## config.mk

```make
export PLATFORM = sky130hd
export DESIGN_NAME = nn_layer_top
export DESIGN_NICKNAME = d
export VERILOG_FILES = /design/src/hw/nn_pkg.sv /design/src/hw/nn_layer_top.sv /design/src/hw/apb_regs.sv /design/src/hw/neuron_node.sv /design/src/hw/ram_arbiter.sv /design/src/hw/weight_ram.sv
export SDC_FILE = /design/constraint.sdc
export NUM_CORES = 2
export LEC_CHECK = 0
export CORE_MARGIN = 8
export CORE_UTILIZATION = 55
export CTS_CLUSTER_DIAMETER = 50
export CTS_CLUSTER_SIZE = 12
export DETAILED_ROUTE_END_ITERATION = 10
export DONT_BUFFER_PORTS = 1
export PLACE_DENSITY = 0.73
export SYNTH_ARGS = -nofsm -noshare
export SYNTH_HDL_FRONTEND = slang
export SYNTH_SLANG_ARGS = --single-unit
```

## constraint.sdc

```tcl
create_clock -name clk -period 8.6 [get_ports clk]
set_input_delay 0.43 -clock clk [delete_from_list [all_inputs] [get_ports clk]]
set_output_delay 0.43 -clock clk [all_outputs]
set_load 0.01 [all_outputs]
```

## src/hw/nn_pkg.sv

```systemverilog
package nn_pkg;

	// Fixed-point format of activations, weights, biases and results.
	localparam int data_w = 8;
	localparam int prod_w = 16;
	localparam int acc_w = 23;
	localparam int frac_bits = 6;

	localparam int apb_addr_w = 12;
	localparam int apb_data_w = 32;

	// APB byte offsets, registers are one word apart.
	localparam logic [apb_addr_w-1:0] addr_ctrl = 12'h000;
	localparam logic [apb_addr_w-1:0] addr_status = 12'h004;
	localparam logic [apb_addr_w-1:0] base_bias = 12'h040;
	localparam logic [apb_addr_w-1:0] base_act = 12'h080;
	localparam logic [apb_addr_w-1:0] base_out = 12'h0C0;
	localparam logic [apb_addr_w-1:0] base_weight = 12'h400;

	typedef enum logic [1:0] {
		idle,
		request,
		accumulate,
		finish
	} node_state_t;

	// The APB port takes slot 0 of the arbiter and node k takes slot k+1.
	typedef enum int {
		src_apb = 0,
		src_node_base = 1
	} req_src_t;

endpackage
```

## src/hw/nn_layer_top.sv

```systemverilog
module nn_layer_top #(
	parameter int n_nodes = 4,
	parameter int n_inputs = 8,
	localparam int n_req = n_nodes + 1,
	localparam int wt_aw = $clog2(n_nodes * n_inputs)
) (
	input  logic clk,
	input  logic reset,
	input  logic [nn_pkg::apb_addr_w-1:0] paddr,
	input  logic psel,
	input  logic penable,
	input  logic pwrite,
	input  logic [nn_pkg::apb_data_w-1:0] pwdata,
	output logic [nn_pkg::apb_data_w-1:0] prdata,
	output logic pready,
	output logic pslverr
);
	localparam int dw = nn_pkg::data_w;

	logic [n_inputs*dw-1:0] act_vec;
	logic [n_nodes*dw-1:0] bias_vec;
	logic start;
	logic [n_nodes-1:0] node_done;
	logic [n_nodes*dw-1:0] result_vec;
	logic wt_req;
	logic [wt_aw-1:0] wt_addr;
	logic wt_we;
	logic [dw-1:0] wt_wdata;
	logic [n_req-1:0] arb_req;
	logic [n_req-1:0] arb_we;
	logic [n_req-1:0] arb_gnt;
	logic [n_req*wt_aw-1:0] arb_addr;
	logic [n_req*dw-1:0] arb_wdata;
	logic [wt_aw-1:0] mem_addr;
	logic mem_we;
	logic [dw-1:0] mem_wdata;
	logic [dw-1:0] mem_rdata;

	apb_regs #(.n_nodes(n_nodes), .n_inputs(n_inputs)) u_regs (
		.clk(clk), .reset(reset),
		.paddr(paddr), .psel(psel), .penable(penable), .pwrite(pwrite),
		.pwdata(pwdata), .prdata(prdata), .pready(pready), .pslverr(pslverr),
		.act_vec(act_vec), .bias_vec(bias_vec), .start(start),
		.node_done(node_done), .result_vec(result_vec),
		.wt_req(wt_req), .wt_addr(wt_addr), .wt_we(wt_we), .wt_wdata(wt_wdata),
		.wt_gnt(arb_gnt[nn_pkg::src_apb]), .wt_rdata(mem_rdata)
	);

	assign arb_req[nn_pkg::src_apb] = wt_req;
	assign arb_we[nn_pkg::src_apb] = wt_we;
	assign arb_addr[nn_pkg::src_apb*wt_aw +: wt_aw] = wt_addr;
	assign arb_wdata[nn_pkg::src_apb*dw +: dw] = wt_wdata;

	ram_arbiter #(.n_nodes(n_nodes), .n_inputs(n_inputs)) u_arb (
		.clk(clk), .reset(reset),
		.req(arb_req), .addr_in(arb_addr), .we_in(arb_we), .wdata_in(arb_wdata),
		.gnt(arb_gnt), .mem_addr(mem_addr), .mem_we(mem_we), .mem_wdata(mem_wdata)
	);

	weight_ram #(.n_nodes(n_nodes), .n_inputs(n_inputs)) u_ram (
		.clk(clk), .addr(mem_addr), .we(mem_we), .wdata(mem_wdata), .rdata(mem_rdata)
	);

	// Nodes only read, so their write slots stay idle.
	for (genvar k = 0; k < n_nodes; k++)
	begin : g_node
		localparam int slot = nn_pkg::src_node_base + k;

		assign arb_we[slot] = 1'b0;
		assign arb_wdata[slot*dw +: dw] = '0;

		neuron_node #(.n_nodes(n_nodes), .n_inputs(n_inputs), .node_index(k)) u_node (
			.clk(clk), .reset(reset), .start(start),
			.act_vec(act_vec), .bias(bias_vec[k*dw +: dw]),
			.req(arb_req[slot]), .addr(arb_addr[slot*wt_aw +: wt_aw]),
			.gnt(arb_gnt[slot]), .rdata(mem_rdata),
			.result(result_vec[k*dw +: dw]), .done(node_done[k])
		);
	end

endmodule

```

## src/hw/apb_regs.sv

```systemverilog
module apb_regs #(
	parameter int n_nodes = 4,
	parameter int n_inputs = 8,
	localparam int wt_aw = $clog2(n_nodes * n_inputs)
) (
	input  logic clk,
	input  logic reset,
	input  logic [nn_pkg::apb_addr_w-1:0] paddr,
	input  logic psel,
	input  logic penable,
	input  logic pwrite,
	input  logic [nn_pkg::apb_data_w-1:0] pwdata,
	output logic [nn_pkg::apb_data_w-1:0] prdata,
	output logic pready,
	output logic pslverr,
	output logic [n_inputs*nn_pkg::data_w-1:0] act_vec,
	output logic [n_nodes*nn_pkg::data_w-1:0] bias_vec,
	output logic start,
	input  logic [n_nodes-1:0] node_done,
	input  logic [n_nodes*nn_pkg::data_w-1:0] result_vec,
	output logic wt_req,
	output logic [wt_aw-1:0] wt_addr,
	output logic wt_we,
	output logic [nn_pkg::data_w-1:0] wt_wdata,
	input  logic wt_gnt,
	input  logic [nn_pkg::data_w-1:0] wt_rdata
);
	localparam int aw = nn_pkg::apb_addr_w;
	localparam int dw = nn_pkg::data_w;

	logic [dw-1:0] act_q [n_inputs];
	logic [dw-1:0] bias_q [n_nodes];
	logic busy;
	logic done_flag;
	logic rd_pend;
	logic access;
	logic aligned;
	logic [aw-1:0] bias_off;
	logic [aw-1:0] act_off;
	logic [aw-1:0] out_off;
	logic [aw-1:0] wt_off;
	logic hit_ctrl;
	logic hit_status;
	logic hit_bias;
	logic hit_act;
	logic hit_out;
	logic hit_wt;
	logic mapped;
	logic err;
	logic wt_stall;

	assign access = psel & penable;
	assign aligned = (paddr[1:0] == 2'b00);
	assign bias_off = paddr - nn_pkg::base_bias;
	assign act_off = paddr - nn_pkg::base_act;
	assign out_off = paddr - nn_pkg::base_out;
	assign wt_off = paddr - nn_pkg::base_weight;

	assign hit_ctrl = (paddr == nn_pkg::addr_ctrl);
	assign hit_status = (paddr == nn_pkg::addr_status);
	assign hit_bias = aligned && paddr >= nn_pkg::base_bias && bias_off[aw-1:2] < n_nodes;
	assign hit_act = aligned && paddr >= nn_pkg::base_act && act_off[aw-1:2] < n_inputs;
	assign hit_out = aligned && paddr >= nn_pkg::base_out && out_off[aw-1:2] < n_nodes;
	assign hit_wt = aligned && paddr >= nn_pkg::base_weight
		&& wt_off[aw-1:2] < n_nodes * n_inputs;
	assign mapped = hit_ctrl | hit_status | hit_bias | hit_act | hit_out | hit_wt;

	// Weights belong to the nodes while a run is in progress.
	assign err = !mapped || (hit_wt && busy) || (pwrite && (hit_status || hit_out));

	// A legal weight access waits for the arbiter, a read one cycle more for the data.
	assign wt_stall = access & hit_wt & ~busy;
	assign wt_req = wt_stall & ~rd_pend;
	assign wt_addr = wt_off[wt_aw+1:2];
	assign wt_we = pwrite;
	assign wt_wdata = pwdata[dw-1:0];

	assign pready = !wt_stall || (wt_gnt && pwrite) || rd_pend;
	assign pslverr = access & err;

	always_ff @(posedge clk)
	begin
		if (reset)
		begin
			start <= 1'b0;
			busy <= 1'b0;
			done_flag <= 1'b0;
			rd_pend <= 1'b0;
		end
		else
		begin
			start <= 1'b0;
			rd_pend <= wt_gnt & ~pwrite;
			if (access && pwrite && hit_ctrl && pwdata[0] && !busy)
			begin
				start <= 1'b1;
				busy <= 1'b1;
				done_flag <= 1'b0;
			end
			else if (busy && !start && &node_done)
			begin
				busy <= 1'b0;
				done_flag <= 1'b1;
			end
		end
	end

	always_ff @(posedge clk)
	begin
		if (access && pwrite)
		begin
			for (int k = 0; k < n_nodes; k++)
				if (hit_bias && bias_off[aw-1:2] == k)
					bias_q[k] <= pwdata[dw-1:0];
			for (int i = 0; i < n_inputs; i++)
				if (hit_act && act_off[aw-1:2] == i)
					act_q[i] <= pwdata[dw-1:0];
		end
	end

	always_comb
	begin
		for (int i = 0; i < n_inputs; i++)
			act_vec[i*dw +: dw] = act_q[i];
		for (int k = 0; k < n_nodes; k++)
			bias_vec[k*dw +: dw] = bias_q[k];
	end

	always_comb
	begin
		prdata = '0;
		if (rd_pend)
			prdata[dw-1:0] = wt_rdata;
		else if (hit_status)
			prdata[1:0] = {done_flag, busy};
		else
		begin
			for (int k = 0; k < n_nodes; k++)
			begin
				if (hit_bias && bias_off[aw-1:2] == k)
					prdata[dw-1:0] = bias_q[k];
				if (hit_out && out_off[aw-1:2] == k)
					prdata[dw-1:0] = result_vec[k*dw +: dw];
			end
			for (int i = 0; i < n_inputs; i++)
				if (hit_act && act_off[aw-1:2] == i)
					prdata[dw-1:0] = act_q[i];
		end
	end

endmodule

```

## src/hw/neuron_node.sv

```systemverilog
module neuron_node #(
	parameter int n_nodes = 4,
	parameter int n_inputs = 8,
	parameter int node_index = 0,
	localparam int wt_aw = $clog2(n_nodes * n_inputs),
	localparam int cnt_w = (n_inputs > 1) ? $clog2(n_inputs) : 1
) (
	input  logic clk,
	input  logic reset,
	input  logic start,
	input  logic [n_inputs*nn_pkg::data_w-1:0] act_vec,
	input  logic [nn_pkg::data_w-1:0] bias,
	output logic req,
	output logic [wt_aw-1:0] addr,
	input  logic gnt,
	input  logic [nn_pkg::data_w-1:0] rdata,
	output logic [nn_pkg::data_w-1:0] result,
	output logic done
);
	localparam int dw = nn_pkg::data_w;
	localparam int pw = nn_pkg::prod_w;
	localparam int acw = nn_pkg::acc_w;
	localparam int fb = nn_pkg::frac_bits;
	// Sums of 2**13 and more no longer fit the 8-bit result.
	localparam int sat_bit = dw - 1 + fb;
	localparam logic [dw-1:0] max_out = {1'b0, {(dw-1){1'b1}}};

	nn_pkg::node_state_t state;
	logic [cnt_w-1:0] cnt;
	logic signed [acw-1:0] acc;
	logic [dw-1:0] act_sel;
	logic signed [pw-1:0] prod;
	logic [acw-1:0] bias_ext;
	logic [acw-1:0] prod_ext;
	logic [dw-1:0] rounded;
	logic [dw-1:0] relu_out;

	assign req = (state == nn_pkg::request);
	assign addr = wt_aw'(node_index * n_inputs) + wt_aw'(cnt);

	assign act_sel = act_vec[cnt*dw +: dw];
	assign prod = pw'($signed(act_sel)) * pw'($signed(rdata));
	assign prod_ext = {{(acw-pw){prod[pw-1]}}, prod};
	assign bias_ext = {{(acw-dw-fb){bias[dw-1]}}, bias, {fb{1'b0}}};

	// Bit 5 of the sum rounds the integer part to nearest.
	assign rounded = {1'b0, acc[sat_bit-1:fb]} + {{(dw-1){1'b0}}, acc[fb-1]};

	always_comb
	begin
		if (acc[acw-1])
			relu_out = '0;
		else if (acc[acw-2:sat_bit] != '0 || rounded[dw-1])
			relu_out = max_out;
		else
			relu_out = rounded;
	end

	always_ff @(posedge clk)
	begin
		if (state == nn_pkg::idle && start)
			acc <= bias_ext;
		else if (state == nn_pkg::accumulate)
			acc <= acc + prod_ext;
	end

	always_ff @(posedge clk)
	begin
		if (reset)
		begin
			state <= nn_pkg::idle;
			cnt <= '0;
			done <= 1'b0;
			result <= '0;
		end
		else
		begin
			case (state)
				nn_pkg::idle:
				begin
					if (start)
					begin
						cnt <= '0;
						done <= 1'b0;
						state <= nn_pkg::request;
					end
				end
				nn_pkg::request:
				begin
					if (gnt)
						state <= nn_pkg::accumulate;
				end
				nn_pkg::accumulate:
				begin
					// The weight arrives here, one cycle after the grant.
					if (cnt == cnt_w'(n_inputs - 1))
						state <= nn_pkg::finish;
					else
					begin
						cnt <= cnt + 1'b1;
						state <= nn_pkg::request;
					end
				end
				nn_pkg::finish:
				begin
					result <= relu_out;
					done <= 1'b1;
					state <= nn_pkg::idle;
				end
				default:
					state <= nn_pkg::idle;
			endcase
		end
	end

endmodule

```

## src/hw/ram_arbiter.sv

```systemverilog
module ram_arbiter #(
	parameter int n_nodes = 4,
	parameter int n_inputs = 8,
	localparam int n_req = n_nodes + 1,
	localparam int wt_aw = $clog2(n_nodes * n_inputs),
	localparam int ptr_w = $clog2(n_req)
) (
	input  logic clk,
	input  logic reset,
	input  logic [n_req-1:0] req,
	input  logic [n_req*wt_aw-1:0] addr_in,
	input  logic [n_req-1:0] we_in,
	input  logic [n_req*nn_pkg::data_w-1:0] wdata_in,
	output logic [n_req-1:0] gnt,
	output logic [wt_aw-1:0] mem_addr,
	output logic mem_we,
	output logic [nn_pkg::data_w-1:0] mem_wdata
);
	logic [ptr_w-1:0] last;
	logic [ptr_w-1:0] sel;
	logic any;

	// Search starts just past the requester served last.
	always_comb
	begin
		int idx;
		gnt = '0;
		sel = '0;
		any = 1'b0;
		for (int k = 1; k <= n_req; k++)
		begin
			idx = int'(last) + k;
			if (idx >= n_req)
				idx = idx - n_req;
			if (!any && req[idx])
			begin
				gnt[idx] = 1'b1;
				sel = ptr_w'(idx);
				any = 1'b1;
			end
		end
	end

	assign mem_addr = addr_in[sel*wt_aw +: wt_aw];
	assign mem_we = any & we_in[sel];
	assign mem_wdata = wdata_in[sel*nn_pkg::data_w +: nn_pkg::data_w];

	always_ff @(posedge clk)
	begin
		if (reset)
			last <= ptr_w'(n_req - 1);
		else if (any)
			last <= sel;
	end

endmodule

```

## src/hw/weight_ram.sv

```systemverilog
module weight_ram #(
	parameter int n_nodes = 4,
	parameter int n_inputs = 8,
	localparam int depth = n_nodes * n_inputs,
	localparam int wt_aw = $clog2(depth)
) (
	input  logic clk,
	input  logic [wt_aw-1:0] addr,
	input  logic we,
	input  logic [nn_pkg::data_w-1:0] wdata,
	output logic [nn_pkg::data_w-1:0] rdata
);
	logic [nn_pkg::data_w-1:0] mem [depth];

	// Weight of node k, input i sits at word k*n_inputs + i.
	always_ff @(posedge clk)
	begin
		if (we)
			mem[addr] <= wdata;
		rdata <= mem[addr];
	end

endmodule

```

==> qor.yml <==
cts_max_path_buffers: 3
synth_edf_count: 420
multi_input_area_mm2: 0.02202
initial_utilization: 0.5543
cts-root-buf: "clkbuf_16"
grt_max_degree: 62
rows: 97
critPathKind: "flip-flop to flip-flop"
fmax_mhz: 123.0
rsz0062_at_grt: "false"
finalHoldViolations: 0
io_pins: 83
yosysWarnings: 0
antenna_found_initial: 4
drive_gt1_frac: 0.09163
totalWireLength_um: 108500
seqPwrFrac: 0.139
final_area_mm2: 0.04242
core-area_mm2: 0.06991
critPathMaxStageDelay_ns: 0.58
switching_share: 0.4575
seqCellArea_mm2: 0.01452
ys.flop_type: "edfxtp_1"
power_frac_clock: 0.127
finalSetupViolCount: 0
cts_sinks: 515
grt_pass1_wl_um: 166800
cp_max_fo: 21
yosysTopAreaCellShare: 0.3255
status: "completed"
power.internal_w: 0.01089
max_slew.worst_pin.slew_ns: 1.306
power.leakage_nw: 16.88
hp-class: "input port to flip-flop"
slew_viol_final: 0
cts_buffers: 61
netlist_area_mm2: 0.03875
synth_common_cells: "inv_1 (422), edfxtp_1 (420), nor2_1 (302)"
hpwl_um: 79220
critical_path_arrival_ns: 8.52
nets: 4281
slowest_stage: "mux4_2"
syn_inst: 3708
synth.largest_area_cell: "edfxtp_1"
postCtsSetupRepairBufs: 0
seq_area_frac_synth: 0.3745
slew_headroom: 0.1296
async_flop_share: 0
post-route-min-period_ns: 8.129
gr-total-overflow: 0
synth.area.top_cells: "edfxtp_1 (33%), fa_1 (12%), ha_1 (8.1%)"
setup_tns_ns: 0
cts.htree.levels: 2
dpl_cell_area_mm2: 0.04024
grt_use_total: 0.2717
clock_latency_ns: 0.67
crit_required_ns: 8.99
crit_top_cell: "inv_1"
yosysMostFrequentCell: "inv_1"
area_growth_pct: 9.477
ys_ff_latch: 515
postSynthAreaPerCell_um2: 10.45
power_switching_w: 0.009180
die_height_um: 281.4
wire_per_inst_um: 22.81
ir_drop_mv: 0.7243
die-area_mm2: 0.07921
die_w_um: 281.4
worstSetupStartpointType: "flip-flop"
clk_pin_slew_worst_paths_ns: 0.06
yosys.cell_types.count: 106
detail_route.iter0.violations: 3185
grt_pass1_vias: 28550
fin_crit_sh: 0.9452
power_frac_comb: 0.734
fin_skew_ns: 0.07948
cap_violations: 0
cts_tree: "built"
drtPass1Iterations: 6
drcViolationCount: 0
io_buffers: 0
vias: 29000
place.gp.congestion: 1.045
endpoint_kind: "flip-flop"
ant_nets: 0
power_density_mw_per_mm2: 473.0
nFillCells: 5701
vias_per_cell: 6.098
[power groups by stage]
stage                     registers (W)  clock network, W  logic (W)
after floorplan                 0.00282                 0     0.0118
after CTS                       0.00279           0.00257     0.0147
after global routing            0.00279           0.00267     0.0167
after global placement          0.00283                 0     0.0143
final                           0.00279           0.00255     0.0147
after detailed placement        0.00284                 0     0.0145
[layout make-up]
type,count,area share
flip-flops and latches,515,0.3422
well taps,940,0.02772
clock inverters,29,0.007845
inverters,427,0.03778
clock buffers,87,0.03967
multi-input cells,2627,0.5190
repair buffers,124,0.02545
diodes,6,0.0003539
[metal layers]
| layer | share of wire | up-vias | GRT usage |
|---|---|---|---|
| li1 | - | 13170 | - |
| met1 | 0.39 | 14060 | 0.3491 |
| met2 | 0.47 | 1433 | 0.4403 |
| met3 | 0.092 | 336 | 0.05345 |
| met4 | 0.054 | 0 | 0.1324 |
| met5 | 0 | - | 0 |
[cell families after synthesis]
| family | share of synthesized area |
|---|---|
| other | 0.00009677 |
| flip-flops | 0.3745 |
| multiplexers | 0.06945 |
| AND/OR/NAND/NOR | 0.1345 |
| adder cells (fa/ha/maj) | 0.1973 |
| AO/OA/AOI/OAI | 0.1228 |
| buffers and inverters | 0.06086 |
| XOR/XNOR | 0.04046 |
[metrics by stage]
stage | cells | worst slack (ns) | hold slack [ns] | total power (W) | util
floorplan | 3731 | 0.06521 | 0.4324 | 0.01458 | -
global placement | 4622 | 0.5272 | 0.4393 | 0.01710 | 0.5756
detailed placement | 4622 | 0.4099 | 0.4436 | 0.01732 | 0.5756
CTS | 4749 | 0.2836 | 0.01200 | 0.02003 | 0.6063
global route | 4755 | 0.0006475 | 0.02498 | 0.02211 | 0.6069
finish | 4755 | 0.4710 | 0.03068 | 0.02007 | 0.6069
[worst max-delay path: cells and delay by family (launching register included)]
family / cells / cell delay [ns]
compound gates: 10 / 2.11
mux: 2 / 0.99
flops: 1 / 0.35
xor+xnor: 2 / 0.41
fa+ha+maj: 6 / 2.70
simple gates: 5 / 0.75
buf+inv: 6 / 0.51
[path summary, 6_finish.rpt]
path / from / endpoint / slack (ns) / depth (start not counted)
worst max-delay path: g_node[1].u_node.cnt[0]$_SDFFE_PP0P_ / g_node[1].u_node.acc[22]$_DFFE_PP_ / 0.47 / 31
worst min-delay path: reset / g_node[3].u_node.result[7]$_SDFFE_PP0P_ / 0.03 / 1
worst max register to register: g_node[1].u_node.cnt[0]$_SDFFE_PP0P_ / g_node[1].u_node.acc[22]$_DFFE_PP_ / 0.47 / 31
worst min register to register: g_node[2].u_node.done$_SDFFE_PP0P_ / g_node[2].u_node.done$_SDFFE_PP0P_ / 0.46 / 2
[cells in the final DEF (no fill, tap or decap), drive strengths merged, types with 41 or more instances in the layout]
| cell | synthesis | routed |
|---|---|---|
| ha | 251 | 251 |
| edfxtp | 420 | 420 |
| mux2i | 91 | 91 |
| nor2b | 110 | 110 |
| a22oi | 41 | 41 |
| inv | 425 | 434 |
| xor2 | 45 | 45 |
| xnor2 | 134 | 134 |
| nand2b | 71 | 71 |
| buf | 62 | 114 |
| nor3 | 52 | 52 |
| clkbuf | 100 | 87 |
| nand2 | 243 | 243 |
| nor2 | 303 | 303 |
| dfxtp | 95 | 95 |
| nand3 | 113 | 113 |
| o21ai | 159 | 159 |
| a21oi | 158 | 158 |
| and2 | 57 | 57 |
| mux4 | 69 | 69 |
| a21o | 51 | 51 |
| fa | 225 | 225 |
| a211oi | 47 | 47 |
[flip-flops by register name (all words and copies together) (netlist names)]
signal and cells:
u_regs.start 1, g_node.u_node.cnt 12, g_node.u_node.acc 92, u_regs.done_flag 1, u_ram.mem 256, u_regs.rd_pend 1
g_node.u_node.state 8, u_regs.busy 1, u_arb.last 3, u_ram.rdata 8, u_regs.bias_q 32, u_regs.act_q 64
g_node.u_node.result 32, g_node.u_node.done 4
[what timing repair did]
| action | CTS | global route |
|---|---|---|
| gates resized for setup | 0 | 6 |
| hold buffers | 11 | 0 |
| endpoints found under the hold margin | 158 | 0 |
| setup endpoints to repair | 0 | 4 |
(Power assumes the default switching activity.)
